--- src/design/mips_isa_pkg.sv ---
package mips_isa_pkg;

    localparam int WORD_W     = 32;
    localparam int REG_ADDR_W = 5;

    // field positions inside the instruction word
    localparam int OPCODE_LSB = 26;
    localparam int RS_LSB     = 21;
    localparam int RT_LSB     = 16;
    localparam int RD_LSB     = 11;
    localparam int SA_LSB     = 6;

    localparam logic [REG_ADDR_W-1:0] REG_RA = 5'd31;  // link register

    typedef enum logic [5:0] {
        OP_SPECIAL = 6'h00,
        OP_J       = 6'h02,
        OP_JAL     = 6'h03,
        OP_BEQ     = 6'h04,
        OP_BNE     = 6'h05,
        OP_ADDIU   = 6'h09,
        OP_ORI     = 6'h0d,
        OP_LUI     = 6'h0f,
        OP_LW      = 6'h23,
        OP_SW      = 6'h2b
    } opcode_e;

    typedef enum logic [5:0] {
        FN_SLL  = 6'h00,
        FN_ADDU = 6'h21,
        FN_SUBU = 6'h23,
        FN_AND  = 6'h24,
        FN_OR   = 6'h25,
        FN_XOR  = 6'h26,
        FN_SLT  = 6'h2a
    } funct_e;

endpackage
--- src/design/pipe_ctrl_pkg.sv ---
package pipe_ctrl_pkg;

    typedef enum logic [2:0] {
        ALU_ADD, ALU_SUB, ALU_AND, ALU_OR, ALU_XOR, ALU_SLT, ALU_SLL, ALU_LUI
    } alu_op_e;

    typedef enum logic [1:0] {WB_ALU, WB_RAM, WB_LINK} wb_sel_e;

    typedef enum logic [1:0] {NPC_SEQ, NPC_BEQ, NPC_BNE, NPC_JUMP} npc_op_e;

    typedef struct packed {
        logic [mips_isa_pkg::WORD_W-1:0]     pc;
        logic [mips_isa_pkg::WORD_W-1:0]     rs_value;
        logic [mips_isa_pkg::WORD_W-1:0]     rt_value;
        logic [mips_isa_pkg::WORD_W-1:0]     imm;
        alu_op_e                             alu_op;
        logic                                b_sel;    // 1 selects imm
        logic [mips_isa_pkg::REG_ADDR_W-1:0] rd;
        logic                                rf_we;
        logic                                is_load;
        logic                                is_store;
        wb_sel_e                             wb_sel;
    } id_ex_t;

    typedef struct packed {
        logic [mips_isa_pkg::WORD_W-1:0]     pc;
        logic [mips_isa_pkg::WORD_W-1:0]     alu_result;
        logic [mips_isa_pkg::REG_ADDR_W-1:0] rd;
        logic                                rf_we;
        logic                                is_load;
        wb_sel_e                             wb_sel;
    } ex_mem_t;

    typedef struct packed {
        logic [mips_isa_pkg::WORD_W-1:0]     pc;
        logic [mips_isa_pkg::WORD_W-1:0]     alu_result;
        logic [mips_isa_pkg::REG_ADDR_W-1:0] rd;
        logic                                rf_we;
        logic                                is_load;
        wb_sel_e                             wb_sel;
        logic [mips_isa_pkg::WORD_W-1:0]     load_word;
    } mem_wb_t;

endpackage

--- src/design/mycpu_top.sv ---
module mycpu_top #(
    parameter logic [mips_isa_pkg::WORD_W-1:0] RESET_PC = 32'hbfc0_0000
) (
    input  logic                                clk,
    input  logic                                rst_n,
    output logic [mips_isa_pkg::WORD_W-1:0]     inst_sram_addr,
    input  logic [mips_isa_pkg::WORD_W-1:0]     inst_sram_rdata,
    output logic [3:0]                          data_sram_wen,
    output logic [mips_isa_pkg::WORD_W-1:0]     data_sram_addr,
    output logic [mips_isa_pkg::WORD_W-1:0]     data_sram_wdata,
    input  logic [mips_isa_pkg::WORD_W-1:0]     data_sram_rdata,
    output logic [mips_isa_pkg::WORD_W-1:0]     debug_wb_pc,
    output logic [3:0]                          debug_wb_rf_wen,
    output logic [mips_isa_pkg::REG_ADDR_W-1:0] debug_wb_rf_wnum,
    output logic [mips_isa_pkg::WORD_W-1:0]     debug_wb_rf_wdata
);
    import mips_isa_pkg::*;
    import pipe_ctrl_pkg::*;

    logic [WORD_W-1:0]     fetch_pc;
    logic [WORD_W-1:0]     if_pc;        // pc of the decode word
    logic                  branch_taken;
    logic [WORD_W-1:0]     target;
    logic                  load_use_stall;
    logic [REG_ADDR_W-1:0] rs;
    logic [REG_ADDR_W-1:0] rt;
    logic [WORD_W-1:0]     rs_value;
    logic [WORD_W-1:0]     rt_value;
    logic [WORD_W-1:0]     rs_fwd;
    logic [WORD_W-1:0]     rt_fwd;
    logic [WORD_W-1:0]     imm;
    logic [25:0]           jump_index;
    npc_op_e               npc_op;
    id_ex_t                ctrl;
    id_ex_t                id_ex_d;
    id_ex_t                id_ex_q;
    logic [WORD_W-1:0]     ex_result;
    ex_mem_t               ex_mem_d;
    ex_mem_t               ex_mem_q;
    logic [WORD_W-1:0]     mem_value;
    mem_wb_t               mem_wb_d;
    mem_wb_t               mem_wb_q;
    logic [WORD_W-1:0]     wb_wdata;

    ifetch #(.RESET_PC(RESET_PC)) u_ifetch (
        .clk           (clk),
        .rst_n         (rst_n),
        .stall         (load_use_stall),
        .branch_taken  (branch_taken),
        .target        (target),
        .pc            (fetch_pc),
        .inst_sram_addr(inst_sram_addr)
    );

    pipe_reg #(.payload_t(logic [WORD_W-1:0])) u_if_id (
        .clk(clk), .rst_n(rst_n), .stall(load_use_stall), .bubble(1'b0),
        .d(fetch_pc), .q(if_pc)
    );

    idecode u_idecode (
        .clk(clk), .rst_n(rst_n), .inst(inst_sram_rdata),
        .wb_we(mem_wb_q.rf_we), .wb_rd(mem_wb_q.rd), .wb_wdata(wb_wdata),
        .rs(rs), .rt(rt), .rs_value(rs_value), .rt_value(rt_value),
        .imm(imm), .ctrl(ctrl), .npc_op(npc_op), .jump_index(jump_index)
    );

    // the mem stage value is the returning load word for loads
    assign mem_value = ex_mem_q.is_load ? data_sram_rdata : ex_mem_q.alu_result;

    forward u_forward (
        .rs(rs), .rt(rt), .rs_value(rs_value), .rt_value(rt_value),
        .npc_op(npc_op), .jump_index(jump_index), .imm(imm), .dec_pc(if_pc),
        .ex_rd(id_ex_q.rd), .ex_we(id_ex_q.rf_we), .ex_is_load(id_ex_q.is_load),
        .ex_result(ex_result),
        .mem_rd(ex_mem_q.rd), .mem_we(ex_mem_q.rf_we), .mem_value(mem_value),
        .rs_fwd(rs_fwd), .rt_fwd(rt_fwd), .branch_taken(branch_taken),
        .target(target), .load_use_stall(load_use_stall)
    );

    always_comb begin
        id_ex_d          = ctrl;
        id_ex_d.pc       = if_pc;
        id_ex_d.rs_value = rs_fwd;
        id_ex_d.rt_value = rt_fwd;
    end

    pipe_reg #(.payload_t(id_ex_t)) u_id_ex (
        .clk(clk), .rst_n(rst_n), .stall(1'b0), .bubble(load_use_stall),
        .d(id_ex_d), .q(id_ex_q)
    );

    execute u_execute (
        .ex(id_ex_q), .result(ex_result), .mem_out(ex_mem_d),
        .data_sram_wen(data_sram_wen), .data_sram_addr(data_sram_addr),
        .data_sram_wdata(data_sram_wdata)
    );

    pipe_reg #(.payload_t(ex_mem_t)) u_ex_mem (
        .clk(clk), .rst_n(rst_n), .stall(1'b0), .bubble(1'b0),
        .d(ex_mem_d), .q(ex_mem_q)
    );

    assign mem_wb_d = '{pc: ex_mem_q.pc, alu_result: ex_mem_q.alu_result, rd: ex_mem_q.rd,
                        rf_we: ex_mem_q.rf_we, is_load: ex_mem_q.is_load,
                        wb_sel: ex_mem_q.wb_sel, load_word: data_sram_rdata};

    pipe_reg #(.payload_t(mem_wb_t)) u_mem_wb (
        .clk(clk), .rst_n(rst_n), .stall(1'b0), .bubble(1'b0),
        .d(mem_wb_d), .q(mem_wb_q)
    );

    // the jal link value already rides in alu_result
    always_comb begin
        case (mem_wb_q.wb_sel)
            WB_RAM:  wb_wdata = mem_wb_q.load_word;
            default: wb_wdata = mem_wb_q.alu_result;
        endcase
    end

    assign debug_wb_pc       = mem_wb_q.pc;
    assign debug_wb_rf_wen   = {4{mem_wb_q.rf_we}};
    assign debug_wb_rf_wnum  = mem_wb_q.rd;
    assign debug_wb_rf_wdata = wb_wdata;

endmodule

--- src/design/execute.sv ---
module execute (
    input  pipe_ctrl_pkg::id_ex_t           ex,
    output logic [mips_isa_pkg::WORD_W-1:0] result,
    output pipe_ctrl_pkg::ex_mem_t          mem_out,
    output logic [3:0]                      data_sram_wen,
    output logic [mips_isa_pkg::WORD_W-1:0] data_sram_addr,
    output logic [mips_isa_pkg::WORD_W-1:0] data_sram_wdata
);
    import mips_isa_pkg::*;
    import pipe_ctrl_pkg::*;

    logic [WORD_W-1:0] op_b;
    logic [WORD_W-1:0] alu_out;

    assign op_b = ex.b_sel ? ex.imm : ex.rt_value;

    always_comb begin
        case (ex.alu_op)
            ALU_ADD: alu_out = ex.rs_value + op_b;
            ALU_SUB: alu_out = ex.rs_value - op_b;
            ALU_AND: alu_out = ex.rs_value & op_b;
            ALU_OR:  alu_out = ex.rs_value | op_b;
            ALU_XOR: alu_out = ex.rs_value ^ op_b;
            ALU_SLT: alu_out = {31'b0, $signed(ex.rs_value) < $signed(op_b)};
            ALU_SLL: alu_out = ex.rt_value << ex.imm[4:0];
            default: alu_out = {op_b[15:0], 16'b0};  // lui
        endcase
    end

    // jal forwards its link value like any alu result
    assign result = (ex.wb_sel == WB_LINK) ? ex.pc + 32'd8 : alu_out;

    assign mem_out.pc         = ex.pc;
    assign mem_out.alu_result = result;
    assign mem_out.rd         = ex.rd;
    assign mem_out.rf_we      = ex.rf_we;
    assign mem_out.is_load    = ex.is_load;
    assign mem_out.wb_sel     = ex.wb_sel;

    assign data_sram_wen   = {4{ex.is_store}};  // word stores only
    assign data_sram_addr  = alu_out;
    assign data_sram_wdata = ex.rt_value;

endmodule

--- src/design/forward.sv ---
module forward (
    input  logic [mips_isa_pkg::REG_ADDR_W-1:0] rs,
    input  logic [mips_isa_pkg::REG_ADDR_W-1:0] rt,
    input  logic [mips_isa_pkg::WORD_W-1:0]     rs_value,
    input  logic [mips_isa_pkg::WORD_W-1:0]     rt_value,
    input  pipe_ctrl_pkg::npc_op_e              npc_op,
    input  logic [25:0]                         jump_index,
    input  logic [mips_isa_pkg::WORD_W-1:0]     imm,
    input  logic [mips_isa_pkg::WORD_W-1:0]     dec_pc,
    input  logic [mips_isa_pkg::REG_ADDR_W-1:0] ex_rd,
    input  logic                                ex_we,
    input  logic                                ex_is_load,
    input  logic [mips_isa_pkg::WORD_W-1:0]     ex_result,
    input  logic [mips_isa_pkg::REG_ADDR_W-1:0] mem_rd,
    input  logic                                mem_we,
    input  logic [mips_isa_pkg::WORD_W-1:0]     mem_value,
    output logic [mips_isa_pkg::WORD_W-1:0]     rs_fwd,
    output logic [mips_isa_pkg::WORD_W-1:0]     rt_fwd,
    output logic                                branch_taken,
    output logic [mips_isa_pkg::WORD_W-1:0]     target,
    output logic                                load_use_stall
);
    import mips_isa_pkg::*;
    import pipe_ctrl_pkg::*;

    logic [WORD_W-1:0] pc_plus4;
    logic              taken;

    function automatic logic [WORD_W-1:0] bypass(input logic [REG_ADDR_W-1:0] src,
                                                 input logic [WORD_W-1:0]     raw);
        if (src != '0 && ex_we && !ex_is_load && ex_rd == src) begin
            return ex_result;  // youngest producer wins
        end else if (src != '0 && mem_we && mem_rd == src) begin
            return mem_value;
        end
        return raw;
    endfunction

    assign rs_fwd = bypass(rs, rs_value);
    assign rt_fwd = bypass(rt, rt_value);

    assign load_use_stall = ex_we && ex_is_load && ex_rd != '0 && (ex_rd == rs || ex_rd == rt);

    assign pc_plus4 = dec_pc + 32'd4;

    always_comb begin
        case (npc_op)
            NPC_BEQ:  taken = (rs_fwd == rt_fwd);
            NPC_BNE:  taken = (rs_fwd != rt_fwd);
            NPC_JUMP: taken = 1'b1;
            default:  taken = 1'b0;
        endcase
    end

    assign branch_taken = taken && !load_use_stall;  // retried after the bubble
    assign target = (npc_op == NPC_JUMP) ? {pc_plus4[31:28], jump_index, 2'b00}
                                         : pc_plus4 + {imm[29:0], 2'b00};

endmodule

--- src/design/idecode.sv ---
module idecode (
    input  logic                                clk,
    input  logic                                rst_n,
    input  logic [mips_isa_pkg::WORD_W-1:0]     inst,
    input  logic                                wb_we,
    input  logic [mips_isa_pkg::REG_ADDR_W-1:0] wb_rd,
    input  logic [mips_isa_pkg::WORD_W-1:0]     wb_wdata,
    output logic [mips_isa_pkg::REG_ADDR_W-1:0] rs,
    output logic [mips_isa_pkg::REG_ADDR_W-1:0] rt,
    output logic [mips_isa_pkg::WORD_W-1:0]     rs_value,
    output logic [mips_isa_pkg::WORD_W-1:0]     rt_value,
    output logic [mips_isa_pkg::WORD_W-1:0]     imm,
    output pipe_ctrl_pkg::id_ex_t               ctrl,
    output pipe_ctrl_pkg::npc_op_e              npc_op,
    output logic [25:0]                         jump_index
);
    import mips_isa_pkg::*;
    import pipe_ctrl_pkg::*;

    logic [WORD_W-1:0] regs [1:31];
    logic              dec_valid;     // low until the first fetched word arrives
    logic [5:0]        opcode;
    logic [5:0]        funct;
    logic [REG_ADDR_W-1:0] rd_field;

    function automatic logic [WORD_W-1:0] rf_read(input logic [REG_ADDR_W-1:0] addr);
        if (addr == '0) begin
            return '0;
        end else if (wb_we && wb_rd == addr) begin
            return wb_wdata;  // write-first bypass
        end
        return regs[addr];
    endfunction

    always_ff @(posedge clk) begin
        if (wb_we && wb_rd != '0) begin
            regs[wb_rd] <= wb_wdata;
        end
    end

    always_ff @(posedge clk or negedge rst_n) begin
        if (!rst_n) begin
            dec_valid <= 1'b0;
        end else begin
            dec_valid <= 1'b1;
        end
    end

    assign opcode     = inst[OPCODE_LSB +: 6];
    assign funct      = inst[5:0];
    assign rs         = inst[RS_LSB +: REG_ADDR_W];
    assign rt         = inst[RT_LSB +: REG_ADDR_W];
    assign rd_field   = inst[RD_LSB +: REG_ADDR_W];
    assign jump_index = inst[25:0];
    assign rs_value   = rf_read(rs);
    assign rt_value   = rf_read(rt);

    always_comb begin
        if (opcode == OP_ORI) begin
            imm = {16'b0, inst[15:0]};
        end else if (opcode == OP_SPECIAL) begin
            imm = {27'b0, inst[SA_LSB +: 5]};  // shift amount
        end else begin
            imm = {{16{inst[15]}}, inst[15:0]};
        end
    end

    always_comb begin
        ctrl        = '0;
        ctrl.imm    = imm;
        ctrl.rd     = rt;  // I-type writes rt
        npc_op      = NPC_SEQ;
        case (opcode)
            OP_SPECIAL: begin
                ctrl.rd    = rd_field;
                ctrl.rf_we = 1'b1;
                case (funct)
                    FN_ADDU: ctrl.alu_op = ALU_ADD;
                    FN_SUBU: ctrl.alu_op = ALU_SUB;
                    FN_AND:  ctrl.alu_op = ALU_AND;
                    FN_OR:   ctrl.alu_op = ALU_OR;
                    FN_XOR:  ctrl.alu_op = ALU_XOR;
                    FN_SLT:  ctrl.alu_op = ALU_SLT;
                    FN_SLL:  ctrl.alu_op = ALU_SLL;
                    default: ctrl.rf_we  = 1'b0;
                endcase
            end
            OP_ADDIU: begin
                ctrl.alu_op = ALU_ADD;
                ctrl.b_sel  = 1'b1;
                ctrl.rf_we  = 1'b1;
            end
            OP_ORI: begin
                ctrl.alu_op = ALU_OR;
                ctrl.b_sel  = 1'b1;
                ctrl.rf_we  = 1'b1;
            end
            OP_LUI: begin
                ctrl.alu_op = ALU_LUI;
                ctrl.b_sel  = 1'b1;
                ctrl.rf_we  = 1'b1;
            end
            OP_LW: begin
                ctrl.b_sel   = 1'b1;
                ctrl.rf_we   = 1'b1;
                ctrl.is_load = 1'b1;
                ctrl.wb_sel  = WB_RAM;
            end
            OP_SW: begin
                ctrl.b_sel    = 1'b1;
                ctrl.is_store = 1'b1;
            end
            OP_BEQ: npc_op = NPC_BEQ;
            OP_BNE: npc_op = NPC_BNE;
            OP_J:   npc_op = NPC_JUMP;
            OP_JAL: begin
                npc_op      = NPC_JUMP;
                ctrl.rd     = REG_RA;
                ctrl.rf_we  = 1'b1;
                ctrl.wb_sel = WB_LINK;
            end
            default: ;
        endcase
        if (!dec_valid) begin
            ctrl   = '0;
            npc_op = NPC_SEQ;
        end
    end

endmodule

--- src/design/ifetch.sv ---
module ifetch #(
    parameter logic [mips_isa_pkg::WORD_W-1:0] RESET_PC = 32'hbfc0_0000
) (
    input  logic                            clk,
    input  logic                            rst_n,
    input  logic                            stall,
    input  logic                            branch_taken,
    input  logic [mips_isa_pkg::WORD_W-1:0] target,
    output logic [mips_isa_pkg::WORD_W-1:0] pc,
    output logic [mips_isa_pkg::WORD_W-1:0] inst_sram_addr
);
    import mips_isa_pkg::*;

    logic [WORD_W-1:0] pc_reg;     // pc of the word now returned by the sram
    logic              redir;      // redirect waits for the delay slot fetch
    logic [WORD_W-1:0] redir_pc;

    always_comb begin
        if (stall) begin
            pc = pc_reg;           // refetch the held decode word
        end else if (redir) begin
            pc = redir_pc;
        end else begin
            pc = pc_reg + 32'd4;
        end
    end

    assign inst_sram_addr = pc;

    always_ff @(posedge clk or negedge rst_n) begin
        if (!rst_n) begin
            pc_reg   <= RESET_PC - 32'd4;  // first fetch lands on RESET_PC
            redir    <= 1'b0;
            redir_pc <= '0;
        end else if (branch_taken) begin
            pc_reg   <= pc;
            redir    <= 1'b1;
            redir_pc <= target;
        end else if (!stall) begin
            pc_reg <= pc;
            redir  <= 1'b0;
        end
    end

endmodule

--- src/design/pipe_reg.sv ---
module pipe_reg #(
    parameter type payload_t = logic
) (
    input  logic     clk,
    input  logic     rst_n,
    input  logic     stall,
    input  logic     bubble,
    input  payload_t d,
    output payload_t q
);

    always_ff @(posedge clk or negedge rst_n) begin
        if (!rst_n) begin
            q <= payload_t'('0);
        end else if (bubble) begin
            q <= payload_t'('0);  // zero payload carries no writes
        end else if (!stall) begin
            q <= d;
        end
    end

endmodule

--- config.mk ---
export PLATFORM = sky130hd
export DESIGN_NAME = mycpu_top
export DESIGN_NICKNAME = d
export VERILOG_FILES = /design/src/design/mips_isa_pkg.sv /design/src/design/pipe_ctrl_pkg.sv /design/src/design/mycpu_top.sv /design/src/design/execute.sv /design/src/design/forward.sv /design/src/design/idecode.sv /design/src/design/ifetch.sv /design/src/design/pipe_reg.sv
export SDC_FILE = /design/constraint.sdc
export NUM_CORES = 2
export LEC_CHECK = 0
export BUFFER_PORTS_ARGS = -buffer_cell sky130_fd_sc_hd__buf_2
export CAP_MARGIN = 20
export CORE_MARGIN = 4
export CORE_UTILIZATION = 55
export DETAILED_ROUTE_END_ITERATION = 8
export PLACE_DENSITY = 0.87
export REMOVE_ABC_BUFFERS = 1
export SKIP_LAST_GASP = 1
export SLEW_MARGIN = 40
export SYNTH_ARGS = -nofsm -noshare
export SYNTH_HDL_FRONTEND = slang
export SYNTH_SLANG_ARGS = --single-unit
--- constraint.sdc ---
create_clock -name clk -period 6.2 [get_ports clk]
set_input_delay 0.31 -clock clk [delete_from_list [all_inputs] [get_ports clk]]
set_output_delay 0.31 -clock clk [all_outputs]
set_load 0.05 [all_outputs]
# Word level (Yosys, flattened, before mapping)
# Memory sizes are Yosys's and may differ from the RTL's.
# Index checks and enable logic that the tools add are counted.
dict set report word_totals {
  regBits 417
  latch_bits 0
  ramBits 992
  romBits 0
  output_inout_bits 173
  word_cells 158
  memories 1
}
dict set report classes {
  n_addsub 6
  multipliers 0
  div_mod_pow 0
  magnitude_cmp 1
  n_eq_ne 35
  n_shift 1
  muxes 50
  bitwise_logic 3
  reduce_logical 33
}
# memory words width read_ports rd_ports_with_merged_regs wr line_no
set mem_list {}
lappend mem_list {u_idecode.regs 31 32 2 0 1 idecode.sv:20} ;# logic [WORD_W-1:0] regs [1:31];
# operator n
set op_table {}
lappend op_table {{two-way mux 32 bit} 23}
lappend op_table {{one-hot mux 32 bit (7 select lines)} 1}
lappend op_table {{two-way mux 142 bit} 1}
lappend op_table {{adder 32 x 3 -> 32 bit, second input constant} 2}
lappend op_table {{adder 32 bit} 2}
lappend op_table {{equality test 6 bit, second input constant} 8}
lappend op_table {{two-way mux 46 bit} 1}
lappend op_table {{adder 32 x 4 -> 32 bit, second input constant} 1}
lappend op_table {{bitwise AND 32 bit} 1}
lappend op_table {{equality test 32 bit} 1}
lappend op_table {{less-than comparator 32 bit} 1}
lappend op_table {{!= test 32 bit} 1}
lappend op_table {{bitwise OR 32 bit} 1}
lappend op_table {{left shift 32 x 5 -> 32 bit} 1}
lappend op_table {{subtractor 32 bit} 1}
lappend op_table {{XOR 32 bit} 1}
lappend op_table {{equality test 5 bit} 6}
lappend op_table {{nonzero test 5 bit} 4}
lappend op_table {{equality test 6 x 4 -> 1 bit, second input constant} 3}
lappend op_table {{one-hot mux 3 bit (6 select lines)} 1}
lappend op_table {{logical AND 1 bit} 17}
lappend op_table {{two-way mux 1 bit} 16}
lappend op_table {{equality test 6 x 2 -> 1 bit, second input constant} 2}
lappend op_table {{equality test 6 x 3 -> 1 bit, second input constant} 2}
lappend op_table {{other kinds (21)} 31}

# Longest topological paths before layout
dict set report depth {
  ltp_word 10
  mapped_depth 26
  mapped_depth_nobuf 22
}

# Hierarchy
# Synthesis repeated with hierarchy kept, for this count alone.
dict set report hier_totals {
  hier_cells 6470
  hier_area_um2 82470.3
}
# module instances cells_each area_per_inst_um2
set by_module_without_submodules {}
lappend by_module_without_submodules {idecode 1 2900 48875.6}
lappend by_module_without_submodules {execute 1 1374 9897.0}
lappend by_module_without_submodules {{pipe_reg (u_id_ex)} 1 458 5758.0}
lappend by_module_without_submodules {forward 1 616 4669.5}
lappend by_module_without_submodules {{pipe_reg (u_mem_wb)} 1 339 4281.6}
lappend by_module_without_submodules {ifetch 1 368 3669.8}
lappend by_module_without_submodules {{pipe_reg (u_ex_mem)} 1 235 3022.9}
lappend by_module_without_submodules {{pipe_reg (u_if_id)} 1 103 1323.8}
lappend by_module_without_submodules {mycpu_top 1 77 972.2}

# Worst setup path after synthesis
# OpenSTA, ideal clock, no wires.
dict set report synth_path {
  path_type {register to register}
  from {register u_id_ex.q[10] (netlist bit)}
  to {register u_ifetch.redir_pc[18]}
  setup_ns 0.096
  arrival_ns 6.935
  setup_slack_ns -0.831
  path_stages_with_launch 23
  path_buffers 6
  synth_period_minus_slack_ns 7.031
  path_cell_list {dfrtp_1 > clkbuf_1 > buf_1 > and2_1 > clkbuf_1 > clkbuf_1 > a21oi_1 > ha_1 > clkbuf_1 > nand2_1 > o21ai_0 > or4b_2 > and2_1 > o221ai_1 > a21oi_1 > o311a_1 > a211oi_1 > o21bai_1 > o221a_2 > nand3b_1 > clkbuf_1 > mux2_2 > a311oi_2}
}
dict set report synth_between {
  elab_chain_len 9
  word_cells_on_any_way 17
  classes_between {2 x add/sub; 1 x order compare; 2 x eq/ne; 8 x mux; 3 x bitwise; 1 x reduce/logical}
}
# item line_no
set synth_rtl {}
lappend synth_rtl {{start: declaration} pipe_reg.sv:9} ;# output payload_t q
lappend synth_rtl {{start signal: assignment} pipe_reg.sv:14} ;# q <= payload_t'('0);
lappend synth_rtl {{start signal: assignment} pipe_reg.sv:16} ;# q <= payload_t'('0);
lappend synth_rtl {{two-way mux 32 bit *} execute.sv:15} ;# assign op_b = ex.b_sel ? ex.imm : ex.rt_value;
lappend synth_rtl {{subtractor 32 bit (tied with other cells)} execute.sv:20} ;# ALU_SUB: alu_out = ex.rs_value - op_b;
lappend synth_rtl {{one-hot mux 32 bit (7 select lines) *} execute.sv:18} ;# case (ex.alu_op)
lappend synth_rtl {{via data_sram_addr, one bit} mycpu_top.sv:9} ;# output logic [mips_isa_pkg::WORD_W-1:0] data_sram_addr,
lappend synth_rtl {{two-way mux 32 bit *} execute.sv:31} ;# assign result = (ex.wb_sel == WB_LINK) ? ex.pc + 32'd8 : alu_out;
lappend synth_rtl {{two-way mux 32 bit} forward.sv:31} ;# if (src != '0 && ex_we && !ex_is_load && ex_rd == src) begin
lappend synth_rtl {{two-way mux 32 bit} forward.sv:36} ;# return raw;
lappend synth_rtl {{!= test 32 bit / equality test 32 bit (equally long branches)} {forward.sv:49, forward.sv:48}}
lappend synth_rtl {{one-hot mux 1 bit (3 select lines) *} forward.sv:47} ;# case (npc_op)
lappend synth_rtl {{logical AND 1 bit *} forward.sv:55} ;# assign branch_taken = taken && !load_use_stall;
lappend synth_rtl {{end signal: assignment} ifetch.sv:38} ;# redir_pc <= target;
lappend synth_rtl {{end: declaration} ifetch.sv:16} ;# logic [WORD_W-1:0] redir_pc;
# The timed path passes the listed nets; every way through them passes the cells marked *.
# A chain may end at the register's enable or synchronous reset.

# Final worst setup path
dict set report layout_path {
  from {register u_id_ex.q[10] (netlist bit)}
  to {register u_ifetch.redir_pc[13]}
}
dict set report layout_between {
  elab_chain_len 9
  word_cells_on_any_way 17
  classes_between {2 x add/sub; 1 x order compare; 2 x eq/ne; 8 x mux; 3 x bitwise; 1 x reduce/logical}
}
# item line_no
set layout_rtl {}
lappend layout_rtl {{two-way mux 32 bit *} execute.sv:15}
lappend layout_rtl {{subtractor 32 bit (tied with other cells)} execute.sv:20}
lappend layout_rtl {{one-hot mux 32 bit (7 select lines) *} execute.sv:18}
lappend layout_rtl {{two-way mux 32 bit *} execute.sv:31}
lappend layout_rtl {{two-way mux 32 bit} forward.sv:31}
lappend layout_rtl {{two-way mux 32 bit} forward.sv:36}
lappend layout_rtl {{!= test 32 bit / equality test 32 bit (equally long branches)} {forward.sv:49, forward.sv:48}}
lappend layout_rtl {{one-hot mux 1 bit (3 select lines) *} forward.sv:47}
lappend layout_rtl {{logical AND 1 bit *} forward.sv:55}
# Every way passes the cells marked *; elsewhere a longest branch is shown, timed or not.

==> results.toml <==
[final_layout]
largest_register_ffs = 992
finish.utilization_pct = 63.9
layout.nets = 6772
fillers = 10057
area_delta_synth_final_pct = 15.2
top_register = "u_idecode.regs"
top_regs = "u_idecode.regs: 992 flops, u_id_ex.q: 126 flops, u_mem_wb.q: 104 flops"
postLayoutCellArea_um2 = 89100
drive_gt1_share_pct = 26.3

[floorplanning]
row_count = 137
dieWidth_um = 383
dieArea_um2 = 147000
design.core.area_um2 = 140000
io_pins = 239
start_util_pct = 55.4
die_h_um = 383

[timing]
clock_skew_ns = 0.0552
max_slew.worst_pin.slew_ns = 1.02
drv_slew = 0
max_freq_mhz = 164
maxSlewHeadroom_pct = 32.0
setup_viol = 0
hold_slack_ns = 0.0229
setup_ws_ns = 0.105
final-hold-violation-count = 0
period_share_pct = 98.3
min_period_ns = 6.10

[yosys]
synth.distinct_cells = 113
syn_area_um2 = 77400
syn-instance-count = 6046
synth_fa_ha_area_share_pct = 2.47
synth_xor_area_share_pct = 1.81
synth_compound_area_share_pct = 11.4
async_flop_share_pct = 28.7
avgSynthCellArea_um2 = 12.8
ys_seq_area_share_pct = 51.5
muxShareOfSynthArea_pct = 19.3
synth-warning-count = 0
synth-seq-cells = 1392
synth-simple-area-share_pct = 9.31
synth_ff_type = "edfxtp_1"
synth_top_family_by_area = "multiplexers"
synth-edff-count = 992

[global_route]
grt_pass1_wl_mm = 474
grt_max_degree = 117
grt-ovfl-total = 0
busiest_layer = "met2"
grt_usage_pct = 45.8
gr-usage-met2_pct = 67.8
antenna_found_initial = 23
met3_usage_pct = 16.5
grt_pass1_vias = 62915
use_met1_pct = 54.4

[drt]
drc = 4
wl_mm = 340
vias = 64230
viasPerCell = 7.50
ant_nets = 0
wl_per_cell_um = 39.7
drtPass1Iterations = 9
drt_iter0_drc = 10969

[critical_path]
cpMaxStageDelayCell = "or4_1"
r2r_cells = 26
critPathMaxStageDelay_ns = 0.56
crit_fanout = 16
worstSetupPathType = "flip-flop to flip-flop"
path_buf_inv = 9
worstSetupStartpointType = "flip-flop"
crit_path_frequent_cell = "buf_4"
reg2reg_setup_slack_ns = 0.10
crit_family = "simple AND/OR/NAND/NOR gates"
cp-end-kind = "flip-flop"
rr_endpoint = "u_ifetch.redir_pc[13]"
crit_arrival_ns = 6.81
r2r_start = "u_id_ex.q[10]"
required_ns = 6.91

[placed_design]
dp_slack_ns = -0.551
place_area_um2 = 83200
port_buffers = 238
gp_congestion = 1.07
dpl.hpwl_mm = 231

[job]
max_cap_violations = 0

[power]
power.total_mw = 29.3
powerDensity_nw_per_um2 = 329
leakage_nw = 33.9
ir_drop_mv = 0.378

[clocking]
cts_buffers = 147
cts_tree = "yes"
cts_root_buf = "clkbuf_16"
clk_path_buf_depth = 3
clk_pin_slew_worst_paths_ns = 0.07
cts_max_level = 4
insertion_delay_ns = 0.84
clock-sinks = 1392

[worst_hold_path]
hold_class = "input pin to async pin"

[run_status]
failed_checks = "design-rule violations"
status = "finished, violations left"
worst max path at each step:
stage / startpoint / endpoint / slack [ns] / cells after the start
6_report: u_id_ex.q[10] / u_ifetch.redir_pc[13] / 0.10 / 26
3_3_place_gp: u_id_ex.q[10] / u_ifetch.redir_pc[16] / -0.58 / 24
5_1_grt: u_id_ex.q[10] / u_ifetch.redir_pc[13] / -0.05 / 23
2_1_floorplan: u_id_ex.q[15] / u_ifetch.redir_pc[18] / -1.57 / 15
3_5_place_dp: u_id_ex.q[10] / u_ifetch.redir_pc[13] / -0.55 / 24
4_1_cts: u_id_ex.q[10] / u_ifetch.redir_pc[13] / 0.02 / 23
synthesized netlist by cell type, drive strengths merged (73+ instances only):
| cell type | number | area, µm² |
|---|---|---|
| mux4 | 493 | 11100 |
| a211oi | 93 | 703 |
| xor2 | 73 | 639 |
| o21ai | 253 | 1270 |
| o22ai | 92 | 576 |
| a21o | 75 | 563 |
| buf | 276 | 1810 |
| edfxtp | 992 | 29800 |
| dfrtp | 372 | 9310 |
| nand2 | 379 | 1430 |
| and3 | 73 | 457 |
| inv | 158 | 593 |
| mux2i | 286 | 2870 |
| nor2 | 459 | 1720 |
| mux2 | 86 | 972 |
| nand3 | 128 | 641 |
| a21oi | 342 | 1710 |
| nor3 | 87 | 440 |
| ha | 148 | 1850 |
| and2 | 87 | 544 |
| clkbuf | 209 | 785 |
| xnor2 | 87 | 762 |
stage by stage:
step                setup TNS (ns)  cells
detailed placement          -15.55   8215
global placement            -16.07   8213
CTS                              0   8542
global route                -0.177   8550
floorplan                   -44.64   5561
finish                           0   8564
where the power goes:
group	leakage [nW]	internal, mW	switching (mW)
combinational	17.6	2.44	5.83
sequential	13.9	11.3	0.405
clock	2.41	5.30	4.08
final cells by class:
class | count | area, µm² | share of cell area, %
Inverter | 162 | 608 | 0.683
Timing Repair Buffer | 845 | 6430 | 7.21
Clock buffer | 182 | 3860 | 4.33
Antenna cell | 17 | 42.5 | 0.0477
Tap cell | 1876 | 2350 | 2.63
Clock inverter | 83 | 1160 | 1.30
Sequential cell | 1392 | 39800 | 44.7
Multi-Input combinational cell | 4007 | 34800 | 39.1
cells by family after synthesis:
kind of cell | count (synthesis)
fa+ha+maj | 151
xor+xnor | 160
compound gates | 1337
buf+inv | 647
mux | 865
simple gates | 1493
flops | 1392
other cells | 1
routing by layer:
| layer | vias up | routed length (µm) |
|---|---|---|
| li1 | 24465 | - |
| met1 | 31243 | 110000 |
| met2 | 6365 | 147000 |
| met3 | 2135 | 47700 |
| met4 | 22 | 35900 |
| met5 | - | 147 |
cell usage in the layout (no fill, tap or decap), types with 59 or more instances in the layout:
cell | synthesis | layout
xor2_1 | 73 | 73
o22ai_1 | 92 | 92
xnor2_1 | 87 | 87
buf_4 | 108 | 512
nand3_1 | 128 | 126
ha_1 | 148 | 145
o21ai_0 | 247 | 244
clkbuf_16 | 0 | 148
mux2_2 | 84 | 84
inv_1 | 155 | 152
a211oi_1 | 92 | 90
nor3_1 | 86 | 72
and3_1 | 73 | 70
buf_2 | 98 | 228
edfxtp_1 | 992 | 992
mux2i_1 | 285 | 282
and2_1 | 83 | 83
mux4_2 | 493 | 493
a22oi_1 | 64 | 64
a21o_1 | 75 | 75
dlygate4sd3_1 | 0 | 59
nor2_1 | 459 | 433
dfrtp_1 | 372 | 367
nand2_1 | 378 | 377
a21oi_1 | 342 | 338
what timing repair did:
item / 4_1_cts / 5_1_grt
hold buffers: 59 / 0
endpoints found under the hold margin: 124 / 0
endpoints found under the setup margin: 37 / 34
buffers inserted: 3 / 2
pin swaps: 0 / 2
gates resized for setup: 6 / 34
No activity file was read; power rests on OpenSTA's default activity.
